File: config.mk
export PLATFORM = sky130hd
export DESIGN_NAME = fetch_top
export DESIGN_NICKNAME = d
export VERILOG_FILES = /design/src/source/rv_core_pkg.sv /design/src/source/mem_bus_pkg.sv /design/src/source/next_pc_unit.sv /design/src/source/fetch_unit.sv /design/src/source/inst_buffer.sv /design/src/source/fetch_top.sv
export SDC_FILE = /design/constraint.sdc
export NUM_CORES = 1
export LEC_CHECK = 0
export BUFFER_PORTS_ARGS = -buffer_cell sky130_fd_sc_hd__buf_2
export CAP_MARGIN = 0
export CORE_ASPECT_RATIO = 0.7
export CORE_MARGIN = 2
export CORE_UTILIZATION = 55
export DETAILED_ROUTE_END_ITERATION = 8
export GPL_TIMING_DRIVEN = 1
export PLACE_DENSITY = 0.81
export SLEW_MARGIN = 20
export SYNTH_ARGS = -nofsm -noshare
export SYNTH_HDL_FRONTEND = slang
export SYNTH_SLANG_ARGS = --single-unit
File: constraint.sdc
create_clock -name clk -period 8 [get_ports clk]
set_input_delay 0.4 -clock clk [delete_from_list [all_inputs] [get_ports clk]]
set_output_delay 0.4 -clock clk [all_outputs]
set_load 0.005 [all_outputs]
File: src/source/rv_core_pkg.sv
`default_nettype none

package rv_core_pkg;

    // architectural widths
    localparam int xlen = 64;
    localparam int ilen = 32;

    // first fetch address out of reset
    localparam logic [xlen-1:0] reset_pc = 64'h0000_0000_8000_0000;

    // cause picked by the redirect unit, in priority order after none
    typedef enum logic [1:0] {
        redir_none,
        // jal, or a branch whose compare result is zero
        redir_jal_or_branch,
        // rs1 plus imm with bit 0 cleared
        redir_jalr,
        // exception or interrupt entry through mtvec
        redir_trap
    } redirect_e;

endpackage

`default_nettype wire

File: src/source/mem_bus_pkg.sv
`default_nettype none

package mem_bus_pkg;

    // read bus data and size fields
    localparam int bus_data_w = 64;
    localparam int rd_size_w = 8;
    localparam logic [rd_size_w-1:0] fetch_size = 8'h0F;

    // instruction queue toward decode
    localparam int ibuf_depth = 2;
    localparam int ibuf_cnt_w = $clog2(ibuf_depth + 1);
    localparam int ibuf_ptr_w = (ibuf_depth > 1) ? $clog2(ibuf_depth) : 1;

    // read bus sequencing in the fetch unit
    typedef enum logic [1:0] {
        fetch_idle,
        fetch_addr,
        fetch_data
    } fetch_state_e;

endpackage

`default_nettype wire

File: src/source/next_pc_unit.sv
`timescale 1ns/100ps
`default_nettype none

module next_pc_unit
    import rv_core_pkg::*;
(
    input  wire             me_jal_i,
    input  wire             me_jalr_i,
    input  wire             me_branch_i,
    input  wire             trap_i,
    input  wire  [xlen-1:0] me_pc_i,
    input  wire  [xlen-1:0] me_imm_i,
    input  wire  [xlen-1:0] me_r1data_i,
    input  wire  [xlen-1:0] me_alu_res_i,
    input  wire  [xlen-1:0] csr_mtvec_i,
    output logic            redirect_valid_o,
    output logic [xlen-1:0] redirect_pc_o
);

    redirect_e       cause;
    logic            br_taken;
    logic [xlen-1:0] jalr_sum;

    // branch compare result of zero means taken
    assign br_taken = me_branch_i && (me_alu_res_i == '0);
    assign jalr_sum = me_r1data_i + me_imm_i;

    // jal / branch beats jalr, trap comes last
    always_comb begin
        if (me_jal_i || br_taken) begin
            cause = redir_jal_or_branch;
        end else if (me_jalr_i) begin
            cause = redir_jalr;
        end else if (trap_i) begin
            cause = redir_trap;
        end else begin
            cause = redir_none;
        end
    end

    always_comb begin
        case (cause)
            redir_jal_or_branch: redirect_pc_o = me_pc_i + me_imm_i;
            redir_jalr:          redirect_pc_o = {jalr_sum[xlen-1:1], 1'b0};
            redir_trap:          redirect_pc_o = csr_mtvec_i;
            default:             redirect_pc_o = me_pc_i;
        endcase
    end

    assign redirect_valid_o = (cause != redir_none);

endmodule

`default_nettype wire

File: src/source/fetch_unit.sv
`timescale 1ns/100ps
`default_nettype none

module fetch_unit
    import rv_core_pkg::*, mem_bus_pkg::*;
(
    input  wire                   clk,
    input  wire                   rst_i,
    // redirect from the memory stage
    input  wire                   redirect_valid_i,
    input  wire  [xlen-1:0]       redirect_pc_i,
    // read bus, address phase
    output logic                  rd_addr_valid_o,
    input  wire                   rd_addr_ready_i,
    output logic [xlen-1:0]       rd_addr_o,
    output logic [rd_size_w-1:0]  rd_size_o,
    // read bus, data phase
    input  wire                   rd_data_valid_i,
    output logic                  rd_data_ready_o,
    input  wire  [bus_data_w-1:0] rd_data_i,
    // instruction buffer side
    input  wire  [ibuf_cnt_w-1:0] ibuf_count_i,
    output logic                  push_o,
    output logic [ilen-1:0]       push_inst_o,
    output logic [xlen-1:0]       push_pc_o
);

    fetch_state_e    state_q;
    fetch_state_e    state_d;
    logic [xlen-1:0] pc_q;
    logic [xlen-1:0] rd_addr_q;
    logic            stale_q;
    logic            can_start;
    logic            addr_fire;
    logic            data_fire;

    assign addr_fire = rd_addr_valid_o && rd_addr_ready_i;
    assign data_fire = rd_data_valid_i && rd_data_ready_o;

    // one read at a time, so in idle the only credit in use is the buffer itself
    // a redirect empties the buffer this cycle
    assign can_start = redirect_valid_i || (ibuf_count_i < ibuf_cnt_w'(ibuf_depth));

    always_comb begin
        state_d = state_q;
        case (state_q)
            fetch_idle: begin
                if (can_start) begin
                    state_d = fetch_addr;
                end
            end
            fetch_addr: begin
                if (rd_addr_ready_i) begin
                    state_d = fetch_data;
                end
            end
            fetch_data: begin
                if (rd_data_valid_i) begin
                    state_d = fetch_idle;
                end
            end
            default: state_d = fetch_idle;
        endcase
    end

    always_ff @(posedge clk) begin
        if (rst_i) begin
            state_q <= fetch_idle;
        end else begin
            state_q <= state_d;
        end
    end

    // next address to fetch; redirect wins over a response in the same cycle
    always_ff @(posedge clk) begin
        if (rst_i) begin
            pc_q <= reset_pc;
        end else if (redirect_valid_i) begin
            pc_q <= redirect_pc_i;
        end else if (data_fire && !stale_q) begin
            pc_q <= rd_addr_q + xlen'(4);
        end
    end

    // latched on entry to addr, then held until the slave takes it
    always_ff @(posedge clk) begin
        if (state_q == fetch_idle && can_start) begin
            rd_addr_q <= redirect_valid_i ? redirect_pc_i : pc_q;
        end
    end

    // read in flight during a redirect belongs to the old stream
    always_ff @(posedge clk) begin
        if (rst_i) begin
            stale_q <= 1'b0;
        end else if (data_fire) begin
            stale_q <= 1'b0;
        end else if (redirect_valid_i && state_q != fetch_idle) begin
            stale_q <= 1'b1;
        end
    end

    assign rd_addr_valid_o = (state_q == fetch_addr);
    assign rd_addr_o       = rd_addr_q;
    assign rd_size_o       = fetch_size;
    assign rd_data_ready_o = (state_q == fetch_data);

    // drop stale data, and data that arrives with a redirect
    assign push_o      = data_fire && !stale_q && !redirect_valid_i;
    // bit 2 picks the upper word of the doubleword
    assign push_inst_o = rd_addr_q[2] ? rd_data_i[bus_data_w-1 -: ilen] : rd_data_i[ilen-1:0];
    assign push_pc_o   = rd_addr_q;

endmodule

`default_nettype wire

File: src/source/inst_buffer.sv
`timescale 1ns/100ps
`default_nettype none

module inst_buffer
    import rv_core_pkg::*, mem_bus_pkg::*;
(
    input  wire                   clk,
    input  wire                   rst_i,
    input  wire                   flush_i,
    input  wire                   push_i,
    input  wire  [ilen-1:0]       push_inst_i,
    input  wire  [xlen-1:0]       push_pc_i,
    input  wire                   dec_ready_i,
    output logic [ibuf_cnt_w-1:0] count_o,
    output logic                  inst_valid_o,
    output logic [ilen-1:0]       inst_o,
    output logic [xlen-1:0]       pc_o
);

    logic [ilen-1:0]       inst_mem [ibuf_depth];
    logic [xlen-1:0]       pc_mem   [ibuf_depth];
    logic [ibuf_ptr_w-1:0] wr_ptr_q;
    logic [ibuf_ptr_w-1:0] rd_ptr_q;
    logic [ibuf_cnt_w-1:0] count_q;
    logic                  push_ok;
    logic                  pop;

    function automatic logic [ibuf_ptr_w-1:0] ptr_inc(input logic [ibuf_ptr_w-1:0] ptr);
        if (ptr == ibuf_ptr_w'(ibuf_depth - 1)) begin
            return '0;
        end
        return ptr + 1'b1;
    endfunction

    assign push_ok = push_i && !flush_i;
    assign pop     = inst_valid_o && dec_ready_i;

    always_ff @(posedge clk) begin
        if (push_ok) begin
            inst_mem[wr_ptr_q] <= push_inst_i;
            pc_mem[wr_ptr_q]   <= push_pc_i;
        end
    end

    always_ff @(posedge clk) begin
        if (rst_i || flush_i) begin
            wr_ptr_q <= '0;
            rd_ptr_q <= '0;
            count_q  <= '0;
        end else begin
            if (push_ok) begin
                wr_ptr_q <= ptr_inc(wr_ptr_q);
            end
            if (pop) begin
                rd_ptr_q <= ptr_inc(rd_ptr_q);
            end
            case ({push_ok, pop})
                2'b10:   count_q <= count_q + 1'b1;
                2'b01:   count_q <= count_q - 1'b1;
                default: count_q <= count_q;
            endcase
        end
    end

    // head entry is already dead when a redirect is seen
    assign inst_valid_o = (count_q != '0) && !flush_i;
    assign inst_o       = inst_mem[rd_ptr_q];
    assign pc_o         = pc_mem[rd_ptr_q];
    assign count_o      = count_q;

endmodule

`default_nettype wire

File: src/source/fetch_top.sv
`timescale 1ns/100ps
`default_nettype none

module fetch_top
    import rv_core_pkg::*, mem_bus_pkg::*;
(
    input  wire                   clk,
    input  wire                   rst_i,
    // memory stage control flow
    input  wire                   me_jal_i,
    input  wire                   me_jalr_i,
    input  wire                   me_branch_i,
    input  wire                   trap_i,
    input  wire  [xlen-1:0]       me_pc_i,
    input  wire  [xlen-1:0]       me_imm_i,
    input  wire  [xlen-1:0]       me_r1data_i,
    input  wire  [xlen-1:0]       me_alu_res_i,
    input  wire  [xlen-1:0]       csr_mtvec_i,
    // instruction read bus
    output logic                  rd_addr_valid_o,
    input  wire                   rd_addr_ready_i,
    output logic [xlen-1:0]       rd_addr_o,
    output logic [rd_size_w-1:0]  rd_size_o,
    input  wire                   rd_data_valid_i,
    output logic                  rd_data_ready_o,
    input  wire  [bus_data_w-1:0] rd_data_i,
    // decode side
    input  wire                   dec_ready_i,
    output logic                  inst_valid_o,
    output logic [ilen-1:0]       inst_o,
    output logic [xlen-1:0]       pc_o
);

    logic                  redirect_valid;
    logic [xlen-1:0]       redirect_pc;
    logic                  push;
    logic [ilen-1:0]       push_inst;
    logic [xlen-1:0]       push_pc;
    logic [ibuf_cnt_w-1:0] ibuf_count;

    next_pc_unit u_next_pc (
        .me_jal_i, .me_jalr_i, .me_branch_i, .trap_i,
        .me_pc_i, .me_imm_i, .me_r1data_i, .me_alu_res_i, .csr_mtvec_i,
        .redirect_valid_o (redirect_valid),
        .redirect_pc_o    (redirect_pc)
    );

    fetch_unit u_fetch (
        .clk, .rst_i,
        .redirect_valid_i (redirect_valid),
        .redirect_pc_i    (redirect_pc),
        .rd_addr_valid_o, .rd_addr_ready_i, .rd_addr_o, .rd_size_o,
        .rd_data_valid_i, .rd_data_ready_o, .rd_data_i,
        .ibuf_count_i     (ibuf_count),
        .push_o           (push),
        .push_inst_o      (push_inst),
        .push_pc_o        (push_pc)
    );

    // redirect doubles as the buffer flush
    inst_buffer u_ibuf (
        .clk, .rst_i,
        .flush_i     (redirect_valid),
        .push_i      (push),
        .push_inst_i (push_inst),
        .push_pc_i   (push_pc),
        .dec_ready_i,
        .count_o     (ibuf_count),
        .inst_valid_o, .inst_o, .pc_o
    );

endmodule

`default_nettype wire

==> out/metrics.csv <==
metric,value,unit
area grow syn2layout,16.8,%
area occupied by multi-input gates,0.0134,sq mm
PortBufs,555,
Slew headroom,23.2,%
Num Clock Sinks,328,
"EDFF count, synth",256,
final net count,3509,
total track usage,36.4,%
Max-cap violations,0,
clk_skew,0.0155,ns
via count,22900,
Max Buffers Root-to-Sink,3,
Tcrit/Tclk final,52.7,%
Crit. End Element,flip-flop,
Die Span X,250,um
number of global-route vias before repair,21600,
Lkg Pwr,11.2,nW
Final Max Tran Viols,0,
maximum VDD drop,0.144,mV
Layout fillers,3358,
Synth warnings,0,
post-cts sizing count,0,
Worst Setup Path Type,primary input to flip-flop,
pre-CTS setup slack,3.29,ns
largest net degree at the start of global routing,101,
Synth Cell Area,0.0233,sq mm
Worst setup SP type,primary input,
"flops & latches, synth",328,
drt first pass iters,6,
Seq. cell area,0.00913,sq mm
initial antenna violation count,3,
final wirelength,83500,um
final setup TNS,0,ns
clock-pin slew on the worst setup and hold paths,0.07,ns
worst skew pair latency,0.55,ns
Worst Max-Slew Pin Slew,1.15,ns
Rows,62,
crit-path max FO,100,
Max Clk Rate,237,MHz
most numerous cell in the Yosys netlist,nand2_1,
Power Total,0.00480,W
cts hold-fix bufs,0,
die height,176,um
global placer's final weighted congestion,1.03,
"Seq/Total Area, Yosys",39.2,%
CTS Buf Count,27,
final hold vios,0,
fin crit period,4.22,ns
drc violations,0,
"Worst Setup Slack, final",3.78,ns
Yosys cell types,87,
Synth Flop Type,edfxtp_1,
first-pass GRT wire length,125000,um
Initial Util,56.3,%
Commonest cells post-synth,"nand2_1 (268), edfxtp_1 (256), a21oi_1 (237), nor2_1 (219), o21ai_0 (143)",
Syn Area/Cell,9.18,sq um
design area,0.0272,sq mm
DRT iter0 DRCs,2535,
vias per cell,6.45,
top cell type's share of synthesized area,33.0,%
post-CTS setup buffer count,0,
DR WL/cell,23.5,um
# setup viols final,0,
synthesized instance count,2534,
Top Ports,564,
DP Wirelength,64500,um
ranking of synthesized cells by area,"edfxtp_1 (33%), ha_1 (6.8%), mux2_2 (6.2%)",
CTS tree,built,
global route total overflow,0,
total power divided by cell area,177,mW/mm^2
CTS Root Buffer Type,clkbuf_16,
placed instance area,0.0263,sq mm
worst hold path type,primary input to flip-flop,
status,completed,
worst path required time,8.17,ns
die area,0.0440,sq mm
layout cells sized above 1,26.2,%
Synth area leader,edfxtp_1,
Post-synth ARST share,0,%
RSZ-0062 raised after global routing,no,
core area,0.0413,sq mm
H-tree levels,1,
CP arrival,4.38,ns
Detail Route Antenna Nets,0,
-- layout by cell type (no fill, tap or decap), types with 69 or more instances in the layout --
cell type  netlist  routed
a21o_1          76      76
a21oi_1        237     237
buf_2           23     555
dfxtp_1         72      71
edfxtp_1       256     256
ha_1           127     127
mux2_2         129     129
nand2_1        268     268
nand3_1         78      78
nand4_1         69      69
nor2_1         219     216
o21ai_0        143     143
xnor2_1        100     100
xor2_1          70      70
-- through the flow --
stage | cells | hold WS, ns | utilization [%]
after floorplan | 2540 | 0.458 | -
after global routing | 3552 | 0.0832 | 65.7
after CTS | 3550 | 0.0822 | 65.7
after detailed placement | 3502 | 0.480 | 63.6
after global placement | 3502 | 0.476 | 63.6
final | 3555 | 0.0892 | 65.7
-- registers in the layout, indices dropped and copies added, names as in the netlist, named ones only --
signal / count
u_ibuf.pc_mem: 128
u_fetch.pc_q: 64
u_fetch.push_pc_o: 64
u_ibuf.inst_mem: 64
u_fetch.state_q: 2
u_ibuf.count_o: 2
u_fetch.stale_q: 1
u_ibuf.rd_ptr_q: 1
u_ibuf.wr_ptr_q: 1
-- final timing paths --
path	startpoint	to	slack, ns	cells past startpoint
worst max register to register	u_fetch.state_q[1]$_SDFFE_PP0P_	u_ibuf.pc_mem[0][8]$_DFFE_PP_	4.24	6
worst min register to register	u_fetch.pc_q[18]$_SDFFE_PP0P_	u_fetch.pc_q[18]$_SDFFE_PP0P_	0.50	2
worst min-delay path	rd_addr_ready_i	u_fetch.state_q[0]$_SDFFE_PP0P_	0.09	2
worst max-delay path	me_alu_res_i[9]	u_ibuf.pc_mem[0][8]$_DFFE_PP_	3.78	11
-- area by class of cell --
type,count,area share (%)
flip-flops and latches,328,33.6
inverters,46,0.636
repair buffers,574,10.7
diodes,5,0.0461
multi-input cells,2010,49.3
clock inverters,14,0.599
well taps,544,2.51
clock buffers,34,2.58
-- worst max-delay path, stage by stage --
cell     delay (ns)
buf_2          0.11
nor4_1         0.09
nand4_1        0.10
nor2_1         0.08
a31o_2         0.26
buf_4          0.27
nor3_2         0.18
buf_4          0.82
nand2_1        0.30
nor2_4         0.76
buf_4          0.83
-- where the power goes --
part           total (W)  leakage, nW  switching (W)  internal (W)
clock network    0.00134        0.424       0.000616      0.000725
logic            0.00133         7.78       0.000813      0.000519
registers        0.00213         2.96       0.000141       0.00199
-- routing by layer --
layer	vias to the layer above	wire, um	share of wire (%)	global-route usage [%]
li1	10400	-	-	-
met1	11000	33800	40	48.9
met2	1339	38700	46	60.4
met3	219	7180	8.6	4.54
met4	0	3850	4.6	14.3
met5	-	0	0	0
-- kinds of logic after synthesis --
| family | count (synthesis) | synth area share (%) |
|---|---|---|
| flip-flops | 328 | 39.2 |
| other | 2 | 0.0323 |
| adder cells (fa/ha/maj) | 129 | 7.00 |
| AO/OA/AOI/OAI | 745 | 20.5 |
| multiplexers | 138 | 6.65 |
| buffers and inverters | 202 | 3.53 |
| XOR/XNOR | 170 | 6.40 |
| AND/OR/NAND/NOR | 820 | 16.6 |
(Power assumes the default switching activity.)
